$ cat config.mk
export PLATFORM = sky130hd
export DESIGN_NAME = axichannel_logger
export DESIGN_NICKNAME = d
export VERILOG_FILES = /design/src/logger_pkg.sv /design/src/axichannel_logger.sv /design/src/twowayhandshake_logger.sv /design/src/lib_pipe.sv
export SDC_FILE = /design/constraint.sdc
export NUM_CORES = 1
export LEC_CHECK = 0
export BUFFER_PORTS_ARGS = -buffer_cell sky130_fd_sc_hd__buf_2
export CAP_MARGIN = 20
export CORE_ASPECT_RATIO = 0.5
export CORE_MARGIN = 4
export CORE_UTILIZATION = 50
export CTS_CLUSTER_DIAMETER = 150
export DETAILED_ROUTE_END_ITERATION = 8
export PLACE_DENSITY = 0.71
export SLEW_MARGIN = 20
export SYNTH_ARGS = -nofsm -noshare
export SYNTH_HDL_FRONTEND = slang
export SYNTH_SLANG_ARGS = --single-unit
$ cat constraint.sdc
create_clock -name clk -period 2.8 [get_ports clk]
set_clock_uncertainty 0.2 [all_clocks]
set_input_delay 0.28 -clock clk [delete_from_list [all_inputs] [get_ports clk]]
set_output_delay 0.28 -clock clk [all_outputs]
set_load 0.02 [all_outputs]
$ cat src/logger_pkg.sv
`default_nettype none

package logger_pkg;

  //////////////////////////////////////////////////
  // channel and pipeline sizing
  //////////////////////////////////////////////////

  // width of one channel word
  localparam int unsigned DATA_WIDTH = 16;
  // register stages per log pipeline
  localparam int unsigned PIPE_DEPTH = 4;
  // sequence number field, wraps at 2^15
  localparam int unsigned SEQ_WIDTH = 15;
  // saturating wait count
  localparam int unsigned WAIT_WIDTH = 16;
  localparam int unsigned LOG_WIDTH = 32;

  //////////////////////////////////////////////////
  // log fifo sizing
  //////////////////////////////////////////////////

  localparam int unsigned FIFO_DEPTH = 64;
  localparam int unsigned PTR_WIDTH = $clog2(FIFO_DEPTH);
  // occupancy needs one more bit to hold a full count
  localparam int unsigned CNT_WIDTH = $clog2(FIFO_DEPTH + 1);
  // feedback loop is ~2*PIPE_DEPTH+2 cycles at two writes each
  localparam int unsigned ALMFUL_FREE = 4 * PIPE_DEPTH + 4;

  // kind field values
  localparam logic KIND_BEGIN = 1'b0;
  localparam logic KIND_END = 1'b1;

  //////////////////////////////////////////////////
  // log entry layouts
  //////////////////////////////////////////////////

  typedef struct packed {
    logic                  kind;
    logic [SEQ_WIDTH-1:0]  seq;
    logic [DATA_WIDTH-1:0] data;
  } log_begin_t;

  typedef struct packed {
    logic                  kind;
    logic [SEQ_WIDTH-1:0]  seq;
    logic [WAIT_WIDTH-1:0] wait_cnt;
  } log_end_t;

  // one 32-bit word, decoded by its kind bit
  typedef union packed {
    log_begin_t as_begin;
    log_end_t   as_end;
  } log_entry_u;

endpackage

`default_nettype wire
$ cat src/axichannel_logger.sv
`timescale 1ns/1ps
`default_nettype none

module axichannel_logger (
  input  wire                               clk,
  input  wire                               rstn,
  input  wire                               in_valid,
  output logic                              in_ready,
  input  wire  [logger_pkg::DATA_WIDTH-1:0] in_data,
  output logic                              out_valid,
  input  wire                               out_ready,
  output logic [logger_pkg::DATA_WIDTH-1:0] out_data,
  // storage side of the pipelines
  output logic                              logb_valid,
  output logic [logger_pkg::DATA_WIDTH-1:0] logb_data,
  output logic                              loge_valid,
  output logic [logger_pkg::WAIT_WIDTH-1:0] loge_wait,
  // almost-full straight from the fifo
  input  wire                               logb_almful
);

  // _p signals sit on the logger side of the pipes
  logic                              logb_valid_p;
  logic [logger_pkg::DATA_WIDTH-1:0] logb_data_p;
  logic                              loge_valid_p;
  logic [logger_pkg::WAIT_WIDTH-1:0] loge_wait_p;
  logic                              logb_almful_p;

  // begin held off by delayed almost-full
  // end always has room, slack covered by ALMFUL_FREE
  twowayhandshake_logger logger (
    .clk       (clk),
    .rstn      (rstn),
    .in_valid  (in_valid),
    .in_ready  (in_ready),
    .in_data   (in_data),
    .out_valid (out_valid),
    .out_ready (out_ready),
    .out_data  (out_data),
    .logb_valid(logb_valid_p),
    .logb_ready(!logb_almful_p),
    .logb_data (logb_data_p),
    .loge_valid(loge_valid_p),
    .loge_wait (loge_wait_p)
  );

  //////////////////////////////////////////////////
  // forward pipes, one per signal
  //////////////////////////////////////////////////

  lib_pipe #(.WIDTH(1), .STAGES(logger_pkg::PIPE_DEPTH)) logb_valid_pipe (
    .clk(clk), .rstn(rstn), .in_bus(logb_valid_p), .out_bus(logb_valid)
  );

  lib_pipe #(.WIDTH(logger_pkg::DATA_WIDTH), .STAGES(logger_pkg::PIPE_DEPTH)) logb_data_pipe (
    .clk(clk), .rstn(rstn), .in_bus(logb_data_p), .out_bus(logb_data)
  );

  lib_pipe #(.WIDTH(1), .STAGES(logger_pkg::PIPE_DEPTH)) loge_valid_pipe (
    .clk(clk), .rstn(rstn), .in_bus(loge_valid_p), .out_bus(loge_valid)
  );

  lib_pipe #(.WIDTH(logger_pkg::WAIT_WIDTH), .STAGES(logger_pkg::PIPE_DEPTH)) loge_wait_pipe (
    .clk(clk), .rstn(rstn), .in_bus(loge_wait_p), .out_bus(loge_wait)
  );

  //////////////////////////////////////////////////
  // feedback pipe
  //////////////////////////////////////////////////

  // resets low, so input opens once this clears
  lib_pipe #(.WIDTH(1), .STAGES(logger_pkg::PIPE_DEPTH)) logb_almful_pipe (
    .clk(clk), .rstn(rstn), .in_bus(logb_almful), .out_bus(logb_almful_p)
  );

endmodule

`default_nettype wire

$ cat src/twowayhandshake_logger.sv
`timescale 1ns/1ps
`default_nettype none

module twowayhandshake_logger (
  input  wire                               clk,
  input  wire                               rstn,
  // input side of the channel
  input  wire                               in_valid,
  output logic                              in_ready,
  input  wire  [logger_pkg::DATA_WIDTH-1:0] in_data,
  // output side of the channel
  output logic                              out_valid,
  input  wire                               out_ready,
  output logic [logger_pkg::DATA_WIDTH-1:0] out_data,
  // begin events, held off by logb_ready
  output logic                              logb_valid,
  input  wire                               logb_ready,
  output logic [logger_pkg::DATA_WIDTH-1:0] logb_data,
  // end events, never held off
  output logic                              loge_valid,
  output logic [logger_pkg::WAIT_WIDTH-1:0] loge_wait
);

  logic                              in_fire;
  logic                              out_fire;
  logic [logger_pkg::WAIT_WIDTH-1:0] wait_cnt_q;

  //////////////////////////////////////////////////
  // handshake
  //////////////////////////////////////////////////

  // slot free or draining this cycle, and log has room
  assign in_ready = (!out_valid || out_ready) && logb_ready;
  assign in_fire  = in_valid && in_ready;
  assign out_fire = out_valid && out_ready;

  // one-entry holding register
  // a fill and a drain on the same edge reload with no bubble
  always_ff @(posedge clk) begin
    if (rstn) begin
      out_valid <= 1'b0;
    end else if (in_fire) begin
      out_valid <= 1'b1;
    end else if (out_fire) begin
      out_valid <= 1'b0;
    end
  end

  // word stays put while the output stalls
  always_ff @(posedge clk) begin
    if (in_fire) begin
      out_data <= in_data;
    end
  end

  //////////////////////////////////////////////////
  // stall counter
  //////////////////////////////////////////////////

  // counts cycles this word sat on the output unaccepted
  always_ff @(posedge clk) begin
    if (rstn) begin
      wait_cnt_q <= '0;
    end else if (in_fire) begin
      // fresh word starts at zero
      wait_cnt_q <= '0;
    end else if (out_valid && !out_ready && (wait_cnt_q != '1)) begin
      // saturates at all ones
      wait_cnt_q <= wait_cnt_q + 1'b1;
    end
  end

  //////////////////////////////////////////////////
  // event pulses
  //////////////////////////////////////////////////

  // begin and end are one-cycle pulses the cycle after the transfer
  always_ff @(posedge clk) begin
    if (rstn) begin
      logb_valid <= 1'b0;
      loge_valid <= 1'b0;
    end else begin
      logb_valid <= in_fire;
      loge_valid <= out_fire;
    end
  end

  // payload of the pulses
  always_ff @(posedge clk) begin
    if (in_fire) begin
      logb_data <= in_data;
    end
    // count is final here, out_ready is high on the fire cycle
    if (out_fire) begin
      loge_wait <= wait_cnt_q;
    end
  end

endmodule

`default_nettype wire

$ cat src/lib_pipe.sv
`timescale 1ns/1ps
`default_nettype none

module lib_pipe #(
  parameter int unsigned WIDTH = 1,
  parameter int unsigned STAGES = 1
) (
  input  wire              clk,
  input  wire              rstn,
  input  wire  [WIDTH-1:0] in_bus,
  output logic [WIDTH-1:0] out_bus
);

  // one register per stage, index 0 is nearest the input
  logic [WIDTH-1:0] stage_q [STAGES];

  // plain shift chain
  // all stages cleared so no stale pulse leaks out after reset
  always_ff @(posedge clk) begin
    if (rstn) begin
      for (int i = 0; i < STAGES; i++) begin
        stage_q[i] <= '0;
      end
    end else begin
      stage_q[0] <= in_bus;
      for (int i = 1; i < STAGES; i++) begin
        stage_q[i] <= stage_q[i-1];
      end
    end
  end

  // last stage drives the output
  assign out_bus = stage_q[STAGES-1];

endmodule

`default_nettype wire

==> results.json <==
{
  "synthArstFlopShare": 0,
  "cap_viol_max_count": 0,
  "antenna_found_initial": 0,
  "rsz0062_at_grt": "false",
  "cts_tree": "built",
  "drive_gt1_frac": 0.209,
  "syn_area_um2": 5680,
  "avgRoutedWirePerCell_um": 12.2,
  "syn_inst": 442,
  "grt_pass1_vias": 2940,
  "min_to": "logger.out_valid",
  "ys_types": 38,
  "diodes": 0,
  "die_y_um": 83.3,
  "grt_max_degree": 61,
  "finalWorstSetupSlack_ps": 699,
  "clock-root-buffer": "clkbuf_16",
  "vias_per_cell": 4.51,
  "num-nets-final": 558,
  "cp-start-kind": "flop",
  "stdcell_count": 694,
  "fin_tns_setup_ps": 0,
  "synth_top_area_share": 0.561,
  "track_usage": 0.141,
  "die_area_um2": 13200,
  "max_freq_ghz": 0.476,
  "synth_edf_count": 32,
  "postRouteAntennaNets": 0,
  "min_from": "in_valid",
  "total_leakage_power_nw": 2.78,
  "period_needed_ps": 2100,
  "grt_pass1_wl_mm": 14.5,
  "crit_arrival_ps": 2250,
  "io_buffers": 72,
  "hp-class": "input pin to flop",
  "cts_buffers": 17,
  "first_pass_iters": 4,
  "hold_viol_final": 0,
  "drt_wl_total_mm": 8.46,
  "powerDensity_nw_per_um2": 790,
  "fin_crit_sh": 0.750,
  "critical_path_class": "flop to flop",
  "crit_chain": "ha_1 -> nand3b_1 -> or3_1 -> or4_1 -> a21oi_1",
  "finalMaxSlewViolations": 0,
  "worstHoldPathCells": 4,
  "cp-end-kind": "flop",
  "critPathBufInv": 0,
  "drc": 0,
  "yosysTopAreaCell": "dfxtp_1",
  "synthToLayoutAreaGrowth_pct": 22.4,
  "peakVddDrop_uv": 406,
  "worst_slew_pin_slew_ps": 774,
  "crit-reg2reg-capture": "logger.wait_cnt_q[14]",
  "clk_latency_ps": 420,
  "cp_slowest_cell": "or4_1",
  "via_count": 3130,
  "die_w_um": 159,
  "rr_startpoint": "logger.wait_cnt_q[0]",
  "ys.flop_type": "dfxtp_1",
  "path_clk_slew_ps": 70,
  "synth.net_count": 464,
  "crit_path_start": "logger.wait_cnt_q[0]",
  "core-area_um2": 11000,
  "finalPower_mw": 5.48,
  "placed_cells": 645,
  "crit_required_ps": 2950,
  "io_pins": 73,
  "crit_family": "simple AND/OR/NAND/NOR gates",
  "status": "completed",
  "numClockSinks": 191,
  "htree_levels": 4,
  "ys_top_cells_by_area": "dfxtp_1, edfxtp_1, nor2b_1",
  "drt_iter0_markers": 224,
  "setup_viol": 0,
  "synth_warnings": 0,
  "fp-row-count": 27,
  "place_ws_ps": 741,
  "clock_path_buffers": 2,
  "synth_seq_cells": 191,
  "ff2ff_path_depth": 5,
  "avgSynthCellArea_um2": 12.8,
  "start_util": 0.514,
  "synth.yosys.seq_area_share": 0.730,
  "relSlewSlack": 0.479,
  "place_hpwl_mm": 5.25,
  "max_stage_delay_ps": 480,
  "gp_congestion": 0.881,
  "overflow": 0,
  "r2r_setup_slack_ps": 700,
  "critPathMaxFanout": 5
}
[layout by cell type (no fill, tap or decap), types with 4 or more instances in the layout]
cell type,netlist,layout
dfxtp_1,159,159
nor2b_1,144,144
buf_2,0,71
edfxtp_1,32,32
clkbuf_16,0,18
dlygate4sd3_1,0,17
a21oi_1,11,11
nand2_1,8,8
nor2_1,7,7
nor3_1,6,6
nand4_1,4,4
inv_1,4,4
nand3_1,4,4
nor4_1,4,4
o21ai_0,4,4
or3_1,4,4
inv_6,0,4
buf_4,0,4
[through the flow]
step	instance area, um^2	utilization	hold WS (ps)
2_1_floorplan	5680	-	179
3_3_place_gp	6180	0.559	216
3_5_place_dp	6180	0.559	220
4_1_cts	6950	0.629	46.3
5_1_grt	6950	0.629	66.8
6_report	6950	0.629	64.9
[registers in the layout, indices dropped and copies added (netlist names)]
register / cells
logger.out_data: 16
logb_data_pipe.stage_q: 64
logger.wait_cnt_q: 16
loge_wait_pipe.stage_q: 64
logger.out_valid: 1
loge_valid_pipe.stage_q: 4
logb_almful_pipe.stage_q: 4
logger.loge_valid: 1
logb_valid_pipe.stage_q: 4
logger.loge_wait: 16
logger.logb_valid: 1
[cell type report]
type	instances	area [um^2]
inverter	4	15.0
clock buffer	21	482
clock inverter	11	115
fill	833	4100
sequential	191	4140
tap	145	181
timing repair buffer	92	556
multi-input combinational	230	1450
[cells by family after synthesis]
logic type | count (synthesis) | synth area share
compound gates | 24 | 0.0260
simple gates | 201 | 0.221
buf+inv | 21 | 0.0139
mux | 3 | 0.00529
flops | 191 | 0.730
fa+ha+maj | 1 | 0.00220
xor+xnor | 1 | 0.00154
[power breakdown]
part           leakage (nW)  switching, mW  internal, mW
Clock                 0.296           1.02          1.35
Sequential             1.59         0.0236          2.89
Combinational         0.892          0.112        0.0878
[Yosys cell counts, drive strengths merged, types with 2 or more instances]
| master | n |
|---|---|
| a21oi | 11 |
| and2 | 2 |
| clkbuf | 17 |
| dfxtp | 159 |
| edfxtp | 32 |
| inv | 4 |
| mux2i | 3 |
| nand2 | 9 |
| nand2b | 3 |
| nand3 | 5 |
| nand3b | 2 |
| nand4 | 4 |
| nor2 | 7 |
| nor2b | 144 |
| nor3 | 6 |
| nor4 | 5 |
| o21ai | 4 |
| o31ai | 2 |
| o41ai | 2 |
| or2 | 2 |
| or3 | 5 |
| or4 | 4 |
[layer usage]
metal	routed length, um	GRT usage	vias to the layer above
met4	103	0.0611	0
met3	496	0.0484	10
met5	0	0	-
met1	4280	0.196	1401
met2	3580	0.200	75
li1	-	-	1644
[how the worst max path moves through the flow]
stage                                       end  slack [ps]  depth (start not counted)
after floorplan            logger.wait_cnt_q[9]         750                          4
after global placement    logger.wait_cnt_q[11]         760                          5
after detailed placement  logger.wait_cnt_q[13]         740                          4
after CTS                              in_ready         720                          3
after global routing       logger.wait_cnt_q[9]         530                          4
final                     logger.wait_cnt_q[14]         700                          5
[repair_timing]
item	4_1_cts	5_1_grt
resized for setup	0	0
endpoints found under the setup margin	0	0
endpoints found under the hold margin	17	0
hold buffers	17	0
setup buffers	0	0
[tightest hold or removal path: stages]
cell	delay, ps
buf_2	90
nor2b_1	140
nor2_1	80
nor2_1	40
(Power assumes the default switching activity.)
