--- src/logger_pkg.sv ---
`default_nettype none

package logger_pkg;

  //////////////////////////////////////////////////
  // channel and pipeline sizing
  //////////////////////////////////////////////////

  // width of one channel word
  localparam int unsigned DATA_WIDTH = 16;
  // register stages per log pipeline
  localparam int unsigned PIPE_DEPTH = 4;
  // sequence number field, wraps at 2^15
  localparam int unsigned SEQ_WIDTH = 15;
  // saturating wait count
  localparam int unsigned WAIT_WIDTH = 16;
  localparam int unsigned LOG_WIDTH = 32;

  //////////////////////////////////////////////////
  // log fifo sizing
  //////////////////////////////////////////////////

  localparam int unsigned FIFO_DEPTH = 64;
  localparam int unsigned PTR_WIDTH = $clog2(FIFO_DEPTH);
  // occupancy needs one more bit to hold a full count
  localparam int unsigned CNT_WIDTH = $clog2(FIFO_DEPTH + 1);
  // feedback loop is ~2*PIPE_DEPTH+2 cycles at two writes each
  localparam int unsigned ALMFUL_FREE = 4 * PIPE_DEPTH + 4;

  // kind field values
  localparam logic KIND_BEGIN = 1'b0;
  localparam logic KIND_END = 1'b1;

  //////////////////////////////////////////////////
  // log entry layouts
  //////////////////////////////////////////////////

  typedef struct packed {
    logic                  kind;
    logic [SEQ_WIDTH-1:0]  seq;
    logic [DATA_WIDTH-1:0] data;
  } log_begin_t;

  typedef struct packed {
    logic                  kind;
    logic [SEQ_WIDTH-1:0]  seq;
    logic [WAIT_WIDTH-1:0] wait_cnt;
  } log_end_t;

  // one 32-bit word, decoded by its kind bit
  typedef union packed {
    log_begin_t as_begin;
    log_end_t   as_end;
  } log_entry_u;

endpackage

`default_nettype wire
--- src/log_entry_writer.sv ---
`timescale 1ns/1ps
`default_nettype none

module log_entry_writer (
  input  wire                               clk,
  input  wire                               rstn,
  input  wire                               logb_valid,
  input  wire  [logger_pkg::DATA_WIDTH-1:0] logb_data,
  input  wire                               loge_valid,
  input  wire  [logger_pkg::WAIT_WIDTH-1:0] loge_wait,
  // write port 0 always takes the older event
  output logic                              wr0_en,
  output logger_pkg::log_entry_u            wr0_entry,
  output logic                              wr1_en,
  output logger_pkg::log_entry_u            wr1_entry
);

  logic [logger_pkg::SEQ_WIDTH-1:0] begin_seq_q;
  logic [logger_pkg::SEQ_WIDTH-1:0] end_seq_q;
  logger_pkg::log_entry_u           begin_word;
  logger_pkg::log_entry_u           end_word;

  // separate counters, wrap naturally at 2^15
  always_ff @(posedge clk) begin
    if (rstn) begin
      begin_seq_q <= '0;
      end_seq_q   <= '0;
    end else begin
      if (logb_valid) begin
        begin_seq_q <= begin_seq_q + 1'b1;
      end
      if (loge_valid) begin
        end_seq_q <= end_seq_q + 1'b1;
      end
    end
  end

  // pack each event through its own view of the union
  always_comb begin
    begin_word.as_begin.kind = logger_pkg::KIND_BEGIN;
    begin_word.as_begin.seq  = begin_seq_q;
    begin_word.as_begin.data = logb_data;
  end

  always_comb begin
    end_word.as_end.kind     = logger_pkg::KIND_END;
    end_word.as_end.seq      = end_seq_q;
    end_word.as_end.wait_cnt = loge_wait;
  end

  //////////////////////////////////////////////////
  // port ordering
  //////////////////////////////////////////////////

  // same-cycle pair: end belongs to the older word, goes first
  always_ff @(posedge clk) begin
    if (rstn) begin
      wr0_en <= 1'b0;
      wr1_en <= 1'b0;
    end else begin
      wr0_en <= logb_valid || loge_valid;
      wr1_en <= logb_valid && loge_valid;
    end
  end

  // begin lands on port 1 only when paired
  always_ff @(posedge clk) begin
    wr0_entry <= loge_valid ? end_word : begin_word;
    wr1_entry <= begin_word;
  end

endmodule

`default_nettype wire

--- config.mk ---
export PLATFORM = sky130hd
export DESIGN_NAME = log_entry_writer
export DESIGN_NICKNAME = d
export VERILOG_FILES = /design/src/logger_pkg.sv /design/src/log_entry_writer.sv
export SDC_FILE = /design/constraint.sdc
export NUM_CORES = 1
export LEC_CHECK = 0
export ABC_CLOCK_PERIOD_IN_PS = 3100
export BUFFER_PORTS_ARGS = -buffer_cell sky130_fd_sc_hd__buf_4
export CAP_MARGIN = 15
export CORE_ASPECT_RATIO = 1.4
export CORE_MARGIN = 2
export CORE_UTILIZATION = 46
export CTS_CLUSTER_DIAMETER = 40
export DETAILED_ROUTE_END_ITERATION = 8
export GPL_ROUTABILITY_DRIVEN = 1
export PLACE_DENSITY = 0.71
export SKIP_LAST_GASP = 1
export SLEW_MARGIN = 25
export SYNTH_ARGS = -nofsm -noshare
export SYNTH_HDL_FRONTEND = slang
export SYNTH_SLANG_ARGS = --single-unit
export TNS_END_PERCENT = 20
--- constraint.sdc ---
create_clock -name clk -period 3.1 [get_ports clk]
set_clock_uncertainty 0.15 [all_clocks]
set_input_delay 0.155 -clock clk [delete_from_list [all_inputs] [get_ports clk]]
set_output_delay 0.155 -clock clk [all_outputs]
set_load 0.1 [all_outputs]
==> results.txt, run 1 <==
The run finished with clean final reports. The library cell used as clock root buffer is clkbuf_8. The post-cts gate resize count is 0.

The mapped netlist covers between 3000 and 4000 um2. The fraction of layout instances using a drive strength above 1 is 0.4020. The average wire length per cell after detail routing is around 15 um.

The share of the clock period used by the worst path after layout is 0.6117. The fraction of the yosys area taken by sequential cells is 0.6053. The remaining max-slew budget at the tightest pin came out at 0.6556. The most common flop cell mapped by yosys is dfxtp_1.

The deepest clock path buffer count is 2. The number of buffers added by the clock tree synthesis step came out at 9. The total number of placement rows came out at 35.

The register-to-register setup slack is around 1.2 ns. The worst setup path is launched from a register. The final weighted congestion of routability-driven global placement came out at ~0.79.

The area taken by multi-input logic gates is approximately 1100 um2. The worst setup slack after placement is between 1 and 1.5 ns. The sequential standard cell area came out at ~1900 um2.

Along the worst path, the maximum fanout reaches 7. The length of the first detailed-routing pass in iterations came out at 4. The distinct cell type count of the synthesized netlist came out at 28. Summing over every cut layer, the via total after detailed routing is approximately 2400. The critical path required time came out at between 3 and 4 ns. The highest clock rate is 527.4 MHz. The maximum level of the CTS H-tree is 3. The TritonCTS clock tree is built.

The number of fillers in the final layout came out at 491. The count of input and output buffers came out at 100. The maximum vdd drop is roughly 0.33 mV. In this run the worst setup path begins at begin_seq_q[0]$_SDFFE_PP0P_. The buffers inserted during post-CTS setup optimization is 0. The path class of the tightest hold or removal check is primary input to register. The worst setup path is captured at a register. Using the TritonRoute via totals, the vias-per-cell ratio works out to about 4.8.

The initial cell density of the core came out at 0.4751. In this run the remaining antenna-violating nets after routing total 0. Once routing completed, OpenROAD measured the worst setup slack at between 1 and 1.5 ns.

The aggregate negative setup slack is 0 ns. In this run the critical register-to-register path is launched from begin_seq_q[0]$_SDFFE_PP0P_. The worst setup path is of the register to register kind. The relative contribution of sequential cells to total power is 0.495. The total count of max-transition violations in the final report came to 0. The final setup violation count came out at 0. The number of nets handed over by synthesis was just over 300. The hold buffer count at cts came out at 33.

After floorplanning, the core was sized to cover roughly 6600 um2. In this design, the stage delay of the slowest critical-path cell is roughly 0.48 ns. In this run the most critical hold path is launched from loge_valid. The async set-or-reset flop fraction in the synthesized netlist is 0. The aggregate routed wire length came out at 7.184 mm. The average size of a mapped cell came out at about 12 um2. Routed signal wires occupy layers up through met4. The worst path in the final design needs a cycle of 1.896 ns, including I/O delays and setup. The total routing resource utilization after global routing came out at 0.1982. The insertion delay to the later sink of the worst-skew pair came out at 0.37 ns. The number of synthesized flops with an enable pin came out at 0. After global routing the overflow that remains totals 0. The count of pins on the block boundary is roughly 100. Traced cell by cell, the critical path runs through ha_1 > inv_1 > nor4_1 > mux2_2. The number of global-route vias before repair came out at 2328. The arrival time at the worst endpoint is ~2.0 ns. The number of maximum-capacitance constraint violations came out at 0.

The combinational cell fraction of total power is 0.177. The number of clock sinks seen by CTS came out at 95. The worst register-to-register path ends at begin_seq_q[12]$_SDFFE_PP0P_. The die area is roughly 7500 um2. The clock slew at the register clock pins of the worst setup and hold paths is about 0.1 ns. The total met3 wirelength after detailed routing came out at between 400 and 500 um. For the pin with the worst max-slew slack, the measured transition is ~0.52 ns.

The number of warnings printed during yosys synthesis is 0. The vertical extent of the die came out at ~100 um. Power spread over the standard cell area amounts to 578.4 nW/um2. The first-pass GRT wire length came out at 11.25 mm. The most critical setup path has its endpoint at begin_seq_q[12]$_SDFFE_PP0P_. In this run the power spent charging and discharging nets is approximately 810 uW.

The number of cells produced by synthesis is approximately 270. For this block, wires on met1 add up to slightly above 3 mm. The leakage power is a little under 2 nW. Compared with the post-synthesis result, the final layout area differs by 42.37%. After detailed routing, the number of remaining DRC violations is 0.

Wire segments on met2 add up to ~3.5 mm in the final route. The internal power contribution came out at 1.780 mW. The initial antenna violation count came to 0. The switching part of the total is 0.3121.

Setup repair after global routing left no endpoint under its margin. The repair_antennas step left the layout with diodes totalling 0. Entering global routing, the biggest net connects 43 pins. The first routing iteration left 82 violations. The number of endpoints with negative hold slack in the final report came out at 0.

The largest individual stage delay along the critical path comes from the cell dfxtp_1. The number of cells on the worst reg-to-reg path is 4. The post-synthesis register bit count is between 90 and 100. The net count reported at finish came out at 436. The floorplan step set the die width to approximately 74 um.

The share of total power dissipated in the clock network is 0.328. Once detailed placement completed, the half-perimeter wirelength came to roughly 4.5 mm.
[area by class of cell]
| cell class | instances | area share |
|---|---|---|
| Sequential cell | 95 | 0.4252 |
| Multi-Input combinational cell | 154 | 0.2562 |
| Timing Repair Buffer | 133 | 0.2417 |
| Clock buffer | 9 | 0.02769 |
| Tap cell | 92 | 0.02573 |
| Clock inverter | 7 | 0.01930 |
| Inverter | 5 | 0.004196 |
[how the worst min path moves through the flow]
stage,depth (start not counted),endpoint,slack (ns)
after floorplan,0,wr0_entry[31]$_DFF_P_,0.03
after global placement,1,wr1_entry[4]$_DFF_P_,0.12
after detailed placement,1,wr1_entry[1]$_DFF_P_,0.12
after CTS,2,wr1_en$_SDFF_PP0_,0.04
after global routing,1,wr0_entry[31]$_DFF_P_,0.06
final,1,wr0_entry[31]$_DFF_P_,0.04
[state kept, by name (all words and copies together), names as in the netlist]
register     count
wr1_en           1
end_seq_q       15
wr0_en           1
wr1_entry       31
wr0_entry       32
begin_seq_q     15
[Yosys cell counts, types with 4 or more instances]
| cell type | count | area share |
|---|---|---|
| a21oi_1 | 10 | 0.016 |
| nor2b_1 | 10 | 0.020 |
| dfxtp_1 | 95 | 0.61 |
| mux2_2 | 40 | 0.14 |
| o31ai_1 | 8 | 0.019 |
| nand2_1 | 11 | 0.013 |
| xor2_1 | 6 | 0.017 |
| or4_1 | 8 | 0.019 |
| nand3_1 | 7 | 0.011 |
| nor4_1 | 10 | 0.020 |
| nand4_1 | 4 | 0.0080 |
| inv_1 | 5 | 0.0060 |
| nor2_1 | 23 | 0.027 |
[critical path: cells and delay by family (launching register included)]
family | cells | cell delay, ns
and+or+nand+nor | 1 | 0.38
DFF | 1 | 0.48
muxes | 1 | 0.38
buffers and inverters | 1 | 0.12
adders and majority gates | 1 | 0.28
[metrics by stage]
stage | hold WS (ns) | area (um2) | std cells | power (mW) | utilization
6_report | 0.04361 | 4473 | 495 | 2.587 | 0.6764
5_1_grt | 0.05661 | 4473 | 495 | 2.671 | 0.6764
4_1_cts | 0.03511 | 4473 | 495 | 2.603 | 0.6764
3_5_place_dp | 0.1195 | 3933 | 446 | 1.731 | 0.5947
3_3_place_gp | 0.1178 | 3933 | 446 | 1.728 | 0.5947
2_1_floorplan | 0.03272 | 3142 | 266 | 1.627 | -
[logic make-up after synthesis]
logic type / after synthesis / share of synthesized area
xor gates and xnor gates: 8 / 0.02230
DFF: 95 / 0.6053
adders and majority gates: 2 / 0.007964
muxes: 42 / 0.1497
and+or+nand+nor: 80 / 0.1438
buffers and inverters: 17 / 0.02987
other: 1 / 0.001194
AOI/OAI and AO/OA: 21 / 0.03982
[placed cells by master, fill, tap and decap left out]
cell / instances
nand2_2: 1
conb_1: 1
or3_2: 1
nand3_1: 7
ha_1: 2
nor4_1: 10
nand4_4: 1
bufinv_16: 1
inv_6: 2
or3_1: 1
dlygate4sd3_1: 33
dfxtp_1: 95
xor2_1: 6
nor2b_1: 10
o21ai_0: 3
nand4_2: 3
nand4_1: 4
o31ai_1: 8
nand2_1: 11
buf_4: 100
a21oi_1: 10
clkinv_4: 1
nor2_1: 23
or4_1: 8
clkbuf_8: 9
xnor2_1: 2
mux2i_1: 2
mux2_2: 40
inv_1: 5
clkinvlp_4: 1
inv_8: 2
[power by group through the flow]
stage               Combinational (mW)  Clock (mW)  Sequential [mW]
CTS                              0.457       0.867             1.28
global route                     0.475       0.910             1.29
global placement                 0.420           0             1.31
detailed placement               0.422           0             1.31
finish                           0.458       0.848             1.28
floorplan                       0.0613           0             1.57
[metal layers]
layer / GRT usage / vias to the layer above
met5: 0 / -
met4: 0.08531 / 0
met3: 0.05075 / 10
li1: - / 1190
met2: 0.3372 / 93
met1: 0.2330 / 1068
(Power assumes the default switching activity.)
==> inputs of run 2 (changes only) <==
Settings changed: ABC_CLOCK_PERIOD_IN_PS 3100 to 1900.
Clock period 3.1 ns to 1.9 ns, I/O delays scaled along.
==> results.txt, run 2 (same netlist as run 1, synthesis figures left out) <==
The power per unit of standard cell area came out at 916.8 nW/um2 (+58%). The area taken by multi-input logic gates is 1152 um2 (+0.55%). The register-to-register setup slack came out at 0.15 ns (-1.05 ns). The flow ran to the end, and the final reports show no timing, DRC or antenna violations.

The master of the slowest instance on the critical path is dlygate4sd3_1. The total routing resource utilization after global routing came out at 0.1967 (-0.001587). The type of destination of the critical path is a register.

The number of diodes added for antenna fixing is 0 (unchanged). The register ranked first by flip-flop count is wr0_entry. The number of DRC markers in iteration 0 came to 76 (-7.3%). The maximum vdd drop is 0.6197 mV (+87%). The vertical extent of the die came out at 101.8 um (unchanged). The routed wire length on met2 is 3.551 mm (+1.4%).

The first-pass GRT wire length is 11.21 mm (-0.37%). The largest net degree at the start of global routing came out at 43 (unchanged). The core region area was 6613 um2 (unchanged).

For this run, the top clock speed supported by timing is roughly 560 MHz. The initial antenna violation count came out at 0 (unchanged). The worst slack on hold paths is 0.2451 ns (+0.2015 ns). The critical path required time came out at 1.99 ns (-1.22 ns).

The worst hold path belongs to the class primary input to register. The initial cell density of the core came out at 0.4751 (unchanged). The number of flip-flops under the largest register name was 32 (unchanged). The sequential standard cell area came out at 1902 um2 (unchanged). The DRC violation count after routing came out at 0 (unchanged). Leaving out fill and tap cells, the most frequent cell in the layout is buf_4.

The final cell utilization of the core is 0.6844 (+0.007947). CTS placed an instance of clkbuf_8 at the clock tree root. The insertion delay to the later sink of the worst-skew pair came out at 0.35 ns (-0.02 ns). The number of buffers added by the clock tree synthesis step was 9 (unchanged). The leftover overflow at the end of global routing is 0 (unchanged).

The die area is 7516 um2 (unchanged). The largest registers in the layout are wr0_entry (32), wr1_entry (31). The critical path goes through dlygate4sd3_1 > buf_4 > nand4_2 > nor4_1 > mux2_2. The length of the first detailed-routing pass in iterations is 4 (unchanged).

The number of vias per cell after detailed routing is 4.857 (+1.8%). The total count of max-transition violations in the final report came out at 0 (unchanged). The number of global-route vias before repair came out at 2329 (+0.043%).

The final setup violation count is 0 (unchanged). The number of maximum-capacitance constraint violations is 0 (unchanged). The critical path is of the primary input to register type.

The met1 routed wirelength after detailed routing is 3.112 mm (+1.3%). The HPWL after detailed placement is 4.678 mm (+3.4%). The clock slew at the register clock pins of the worst setup and hold paths was 0.09 ns (about the same). The chip width is 73.85 um (unchanged). The vias after detailed routing is 2438 (+3.3%). The fraction of layout instances using a drive strength above 1 was 0.4073 (+0.005332). The biggest fanout along the worst timing path came out at 21 (+14). The leakage power came out at 1.960 nW (+1.7%). The count of input and output buffers was 100 (unchanged).

The average wire length per cell after detail routing came out at 14.54 um (+0.21%). The number of fillers in the final layout is 507 (+3.3%). The number of endpoints with negative hold slack in the final report came out at 0 (unchanged). The area growth from synthesis to layout is 44.05%. The aggregate negative setup slack is 0 ns (unchanged). The net count reported at finish came out at 443 (+1.6%). The aggregate routed wire length came to 7.301 mm (+1.6%). The number of nets with antenna violations after routing came out at 0 (unchanged). Dividing the final minimum period by the clock period gives 0.9356. The number of clock sinks seen by CTS was 95 (unchanged).

TritonCTS built the clock tree. The buffers plus inverters on the worst setup path is 2 (+1). The final weighted congestion of routability-driven global placement came out at 0.7867 (-0.66%). The worst-case setup margin in the final layout came out at 0.1224 ns (-1.081 ns).

The worst setup path is launched from a primary input. The total number of placement rows is 35 (unchanged). The count of pins on the block boundary came out at 102 (unchanged). The total met3 wirelength after detailed routing is 578 um (+20%). The deepest clock path buffer count is 2 (unchanged). The worst setup slack after placement came to 0.1432 ns (-1.040 ns). Routed signal wires occupy layers up through met4. Leaving out fill and tap cells, the most frequent cells in the layout are 105 x buf_4, 95 x dfxtp_1, 40 x mux2_2. The maximum level of the CTS H-tree came out at 3 (unchanged). The final period demand of the worst path is about 1.8 ns. The dominant delay contributor by cell family on the critical path is buffers and inverters. The arrival time at the worst endpoint is 1.87 ns (-0.13 ns). Setup repair after global routing could not meet its margin everywhere. The delay of the slowest cell on the worst path was 0.52 ns (+0.04 ns).
run 2: cell count changes in the layout (fill, tap and decap cells not counted):
cell / change
inv_6: -2
clkbuf_8: +1
clkinvlp_4: -1
nor4_1: -1
nor4_2: +1
clkbuf_1: +1
clkinv_2: +2
inv_8: -2
clkinv_4: +1
dlygate4sd3_1: +2
buf_4: +5
run 2: repair_timing:
item,4_1_cts,5_1_grt
buffers inserted,0,0
endpoints found under the hold margin,38,0
gates resized for setup,0,1
endpoints found under the setup margin,0,2
hold buffers,35,0
run 2: power by group:
| group | total [mW] | internal, mW | switching (mW) |
|---|---|---|---|
| clock | 1.30 | 0.645 | 0.657 |
| sequential | 2.08 | 2.06 | 0.0263 |
| combinational | 0.764 | 0.216 | 0.548 |
| total | 4.15 | 2.92 | 1.23 |
run 2: area by class of cell:
type                            count  share of cell area
Sequential cell                    95              0.4202
Multi-Input combinational cell    154              0.2546
Timing Repair Buffer              140              0.2516
Clock buffer                       11             0.03124
Tap cell                           92             0.02544
Clock inverter                      5             0.01272
Inverter                            5            0.004147
run 2: stage by stage:
stage	power, mW	area, um2	instances
finish	4.149	4526	502
global route	4.290	4526	502
CTS	4.181	4519	502
floorplan	2.655	3142	266
detailed placement	2.831	3970	451
global placement	2.825	3970	451
run 2: path summary, 6_finish.rpt:
kind | cells past startpoint | start | end
setup / recovery | 5 | loge_valid | end_seq_q[11]$_SDFFE_PP0P_
hold / removal | 2 | logb_data[3] | wr1_entry[3]$_DFF_P_
setup reg to reg | 3 | begin_seq_q[3]$_SDFFE_PP0P_ | begin_seq_q[13]$_SDFFE_PP0P_
hold reg to reg | 0 | begin_seq_q[13]$_SDFFE_PP0P_ | wr1_entry[29]$_DFF_P_
run 2: per-layer routing:
metal  vias up  global-route usage
li1       1203                   -
met4         0             0.07972
met5         -                   0
met2        97              0.3393
met1      1132              0.2236
met3         6             0.05871
==> inputs of run 3 (changes only) <==
Settings changed: CORE_UTILIZATION 46 to 40, PLACE_DENSITY 0.71 to 0.62.
==> results.txt, run 3 (same netlist as run 1, synthesis figures left out) <==
The flow ran to the end, and the final reports show no timing, DRC or antenna violations. The total number of placement rows came out at 38 (+8.6%). The initial antenna violation count is 0 (unchanged). The chip width came out at 78.90 um (+6.8%). The number of global-route vias before repair came out at 2276 (-2.3%). The share of the clock period used by the worst path after layout came out at 0.9326 (-0.002955). The critical path in this run is classified as primary input to register. The launching element type of the critical path is a primary input. The power per unit of standard cell area came to 911.2 nW/um2 (-0.62%). The type of the worst min-delay path is primary input to register. The net count reported at finish came out at 446 (+0.68%). The library cell used most frequently in the layout, excluding fill and tap cells, is buf_4.

The die area is 8589 um2 (+14%). The clock slew at the register clock pins of the worst setup and hold paths came to 0.09 ns (about the same). The DRC violation count after routing came out at 0 (unchanged). The number of flip-flops under the largest register name came out at 32 (unchanged). The vias after detailed routing is 2416 (-0.90%). The leftover overflow at the end of global routing came out at 0 (unchanged). The number of diodes added for antenna fixing came out at 0 (unchanged). The final setup violation count came out at 0 (unchanged).

The number of nets with antenna violations after routing came to 0 (unchanged). The fraction of layout instances using a drive strength above 1 came out at 0.4092 (+0.001884). The insertion delay to the later sink of the worst-skew pair was 0.36 ns (about the same). The length of the first detailed-routing pass in iterations is 4 (unchanged). The first-pass GRT wire length came to 11.06 mm (-1.3%). The HPWL after detailed placement came to 4.725 mm (+1.0%). The type of destination of the critical path is a register. The count of pins on the block boundary came out at 102 (unchanged). The biggest fanout along the worst timing path is 20 (-4.8%). The number of endpoints with negative hold slack in the final report is 0 (unchanged). The final period demand of the worst path came to 1.772 ns (-0.005615 ns). The capturing instance or port of the critical path is end_seq_q[13]$_SDFFE_PP0P_.

The maximum level of the CTS H-tree is 3 (unchanged). The largest registers in the layout are wr0_entry (32), wr1_entry (31). The total power of the final layout came out at 4.155 mW (+0.15%). The placement-stage cell area came out at 3995 um2 (+0.63%). The number of DRC markers in iteration 0 came out at 83 (+9.2%). Setup repair after global routing could not meet its margin everywhere. The TritonCTS clock tree is built. The maximum vdd drop is 0.4973 mV (-20%).

The number of buffers added by the clock tree synthesis step is 9 (unchanged). The number of maximum-capacitance constraint violations was 0 (unchanged). The worst register-to-register path ends at begin_seq_q[10]$_SDFFE_PP0P_. The leakage power came out at 1.962 nW (+0.10%). The worst reg-to-reg path cell count is 4 (+1). The count of input and output buffers came to 100 (unchanged).

The number of clock sinks seen by CTS is 95 (unchanged). The number of vias per cell after detailed routing is 4.710 (-3.0%). More flip-flops sit in one register than any other, and that register is wr0_entry. The arrival time at the worst endpoint came to 1.87 ns (about the same).

From synthesis to final layout, the design area changed by 45.16%. The deepest clock path buffer count is 2 (unchanged). The buffers inserted during post-CTS setup optimization came out at 0 (unchanged). The library cell used as clock root buffer is clkbuf_8. The average wire length per cell after detail routing came out at 14.09 um (-3.1%). The vertical extent of the die is 108.9 um (+7.0%). The initial cell density of the core came to 0.4079 (-0.06722).

The highest clock rate came out at 564.3 MHz (+0.32%). The largest net degree at the start of global routing is 43 (unchanged). The aggregate negative setup slack came out at 0 ns (unchanged).

The register-to-register setup slack is 0.14 ns (about the same). The finished layout cell area came out at 4561 um2 (+0.77%). The core region area is 7702 um2 (+16%).

The total count of max-transition violations in the final report came to 0 (unchanged). Tracing the worst setup path back leads to its startpoint at loge_valid. In this run the critical register-to-register path is launched from begin_seq_q[1]$_SDFFE_PP0P_. The critical path required time is 2.00 ns (about the same). The final weighted congestion of routability-driven global placement came to 0.7545 (-4.1%). In the layout the commonest cells are 107 x buf_4, 95 x dfxtp_1, 40 x mux2_2. The aggregate routed wire length came to 7.228 mm (-1.0%).

The total routing resource utilization after global routing is 0.1693 (-0.02731).
## run 3: cell type report
class                           instances  area, um2
Inverter                                5      18.77
Tap cell                              100      125.1
Sequential cell                        95       1902
Timing Repair Buffer                  143       1164
Fill cell                             645       3142
Clock inverter                          5      57.56
Clock buffer                           11      141.4
Multi-Input combinational cell        154       1152
## run 3: per-layer routing
metal	part of all wire	up-vias	routed length, um	global-route usage
met5	0	-	0	0
met4	0.022	0	157	0.05911
met3	0.079	11	574	0.06291
met2	0.45	97	3253	0.2759
met1	0.45	1093	3242	0.2064
li1	-	1215	-	-
## run 3: worst min-delay path by stage
stage	start	to	slack, ns	cells past startpoint
detailed placement	logb_data[1]	wr1_entry[1]$_DFF_P_	0.06	1
finish	logb_data[0]	wr1_entry[0]$_DFF_P_	0.24	2
global placement	logb_data[0]	wr1_entry[0]$_DFF_P_	0.06	1
floorplan	loge_valid	wr0_entry[31]$_DFF_P_	-0.03	0
CTS	logb_data[0]	wr1_entry[0]$_DFF_P_	0.23	2
global route	logb_data[4]	wr1_entry[4]$_DFF_P_	0.22	2
## run 3: metrics by stage
step	hold slack (ns)	std cells	util	setup WS [ns]
final	0.2406	513	0.5921	0.1280
after global placement	0.05692	461	0.5187	0.1869
after detailed placement	0.05904	461	0.5187	0.1442
after CTS	0.2252	513	0.5913	0.1040
after floorplan	-0.02728	266	-	0.2893
after global routing	0.2215	513	0.5921	-0.01413
## run 3: where the power goes
| part | internal, mW | leakage [nW] | switching (mW) | total, mW |
|---|---|---|---|---|
| Sequential | 2.06 | 0.780 | 0.0279 | 2.08 |
| Clock | 0.642 | 0.0916 | 0.667 | 1.31 |
| Combinational | 0.217 | 1.09 | 0.544 | 0.762 |
| Total | 2.92 | 1.96 | 1.24 | 4.16 |
## run 3: critical path, cell delays in order
cell,delay [ns]
dlygate4sd3_1,0.54
buf_4,0.27
nand4_2,0.25
nor4_1,0.34
mux2_2,0.37
## run 3: timing repair
action,4_1_cts,5_1_grt
hold buffers,36,0
gates resized for setup,0,1
setup endpoints to repair,0,2
hold endpoints to repair,40,0
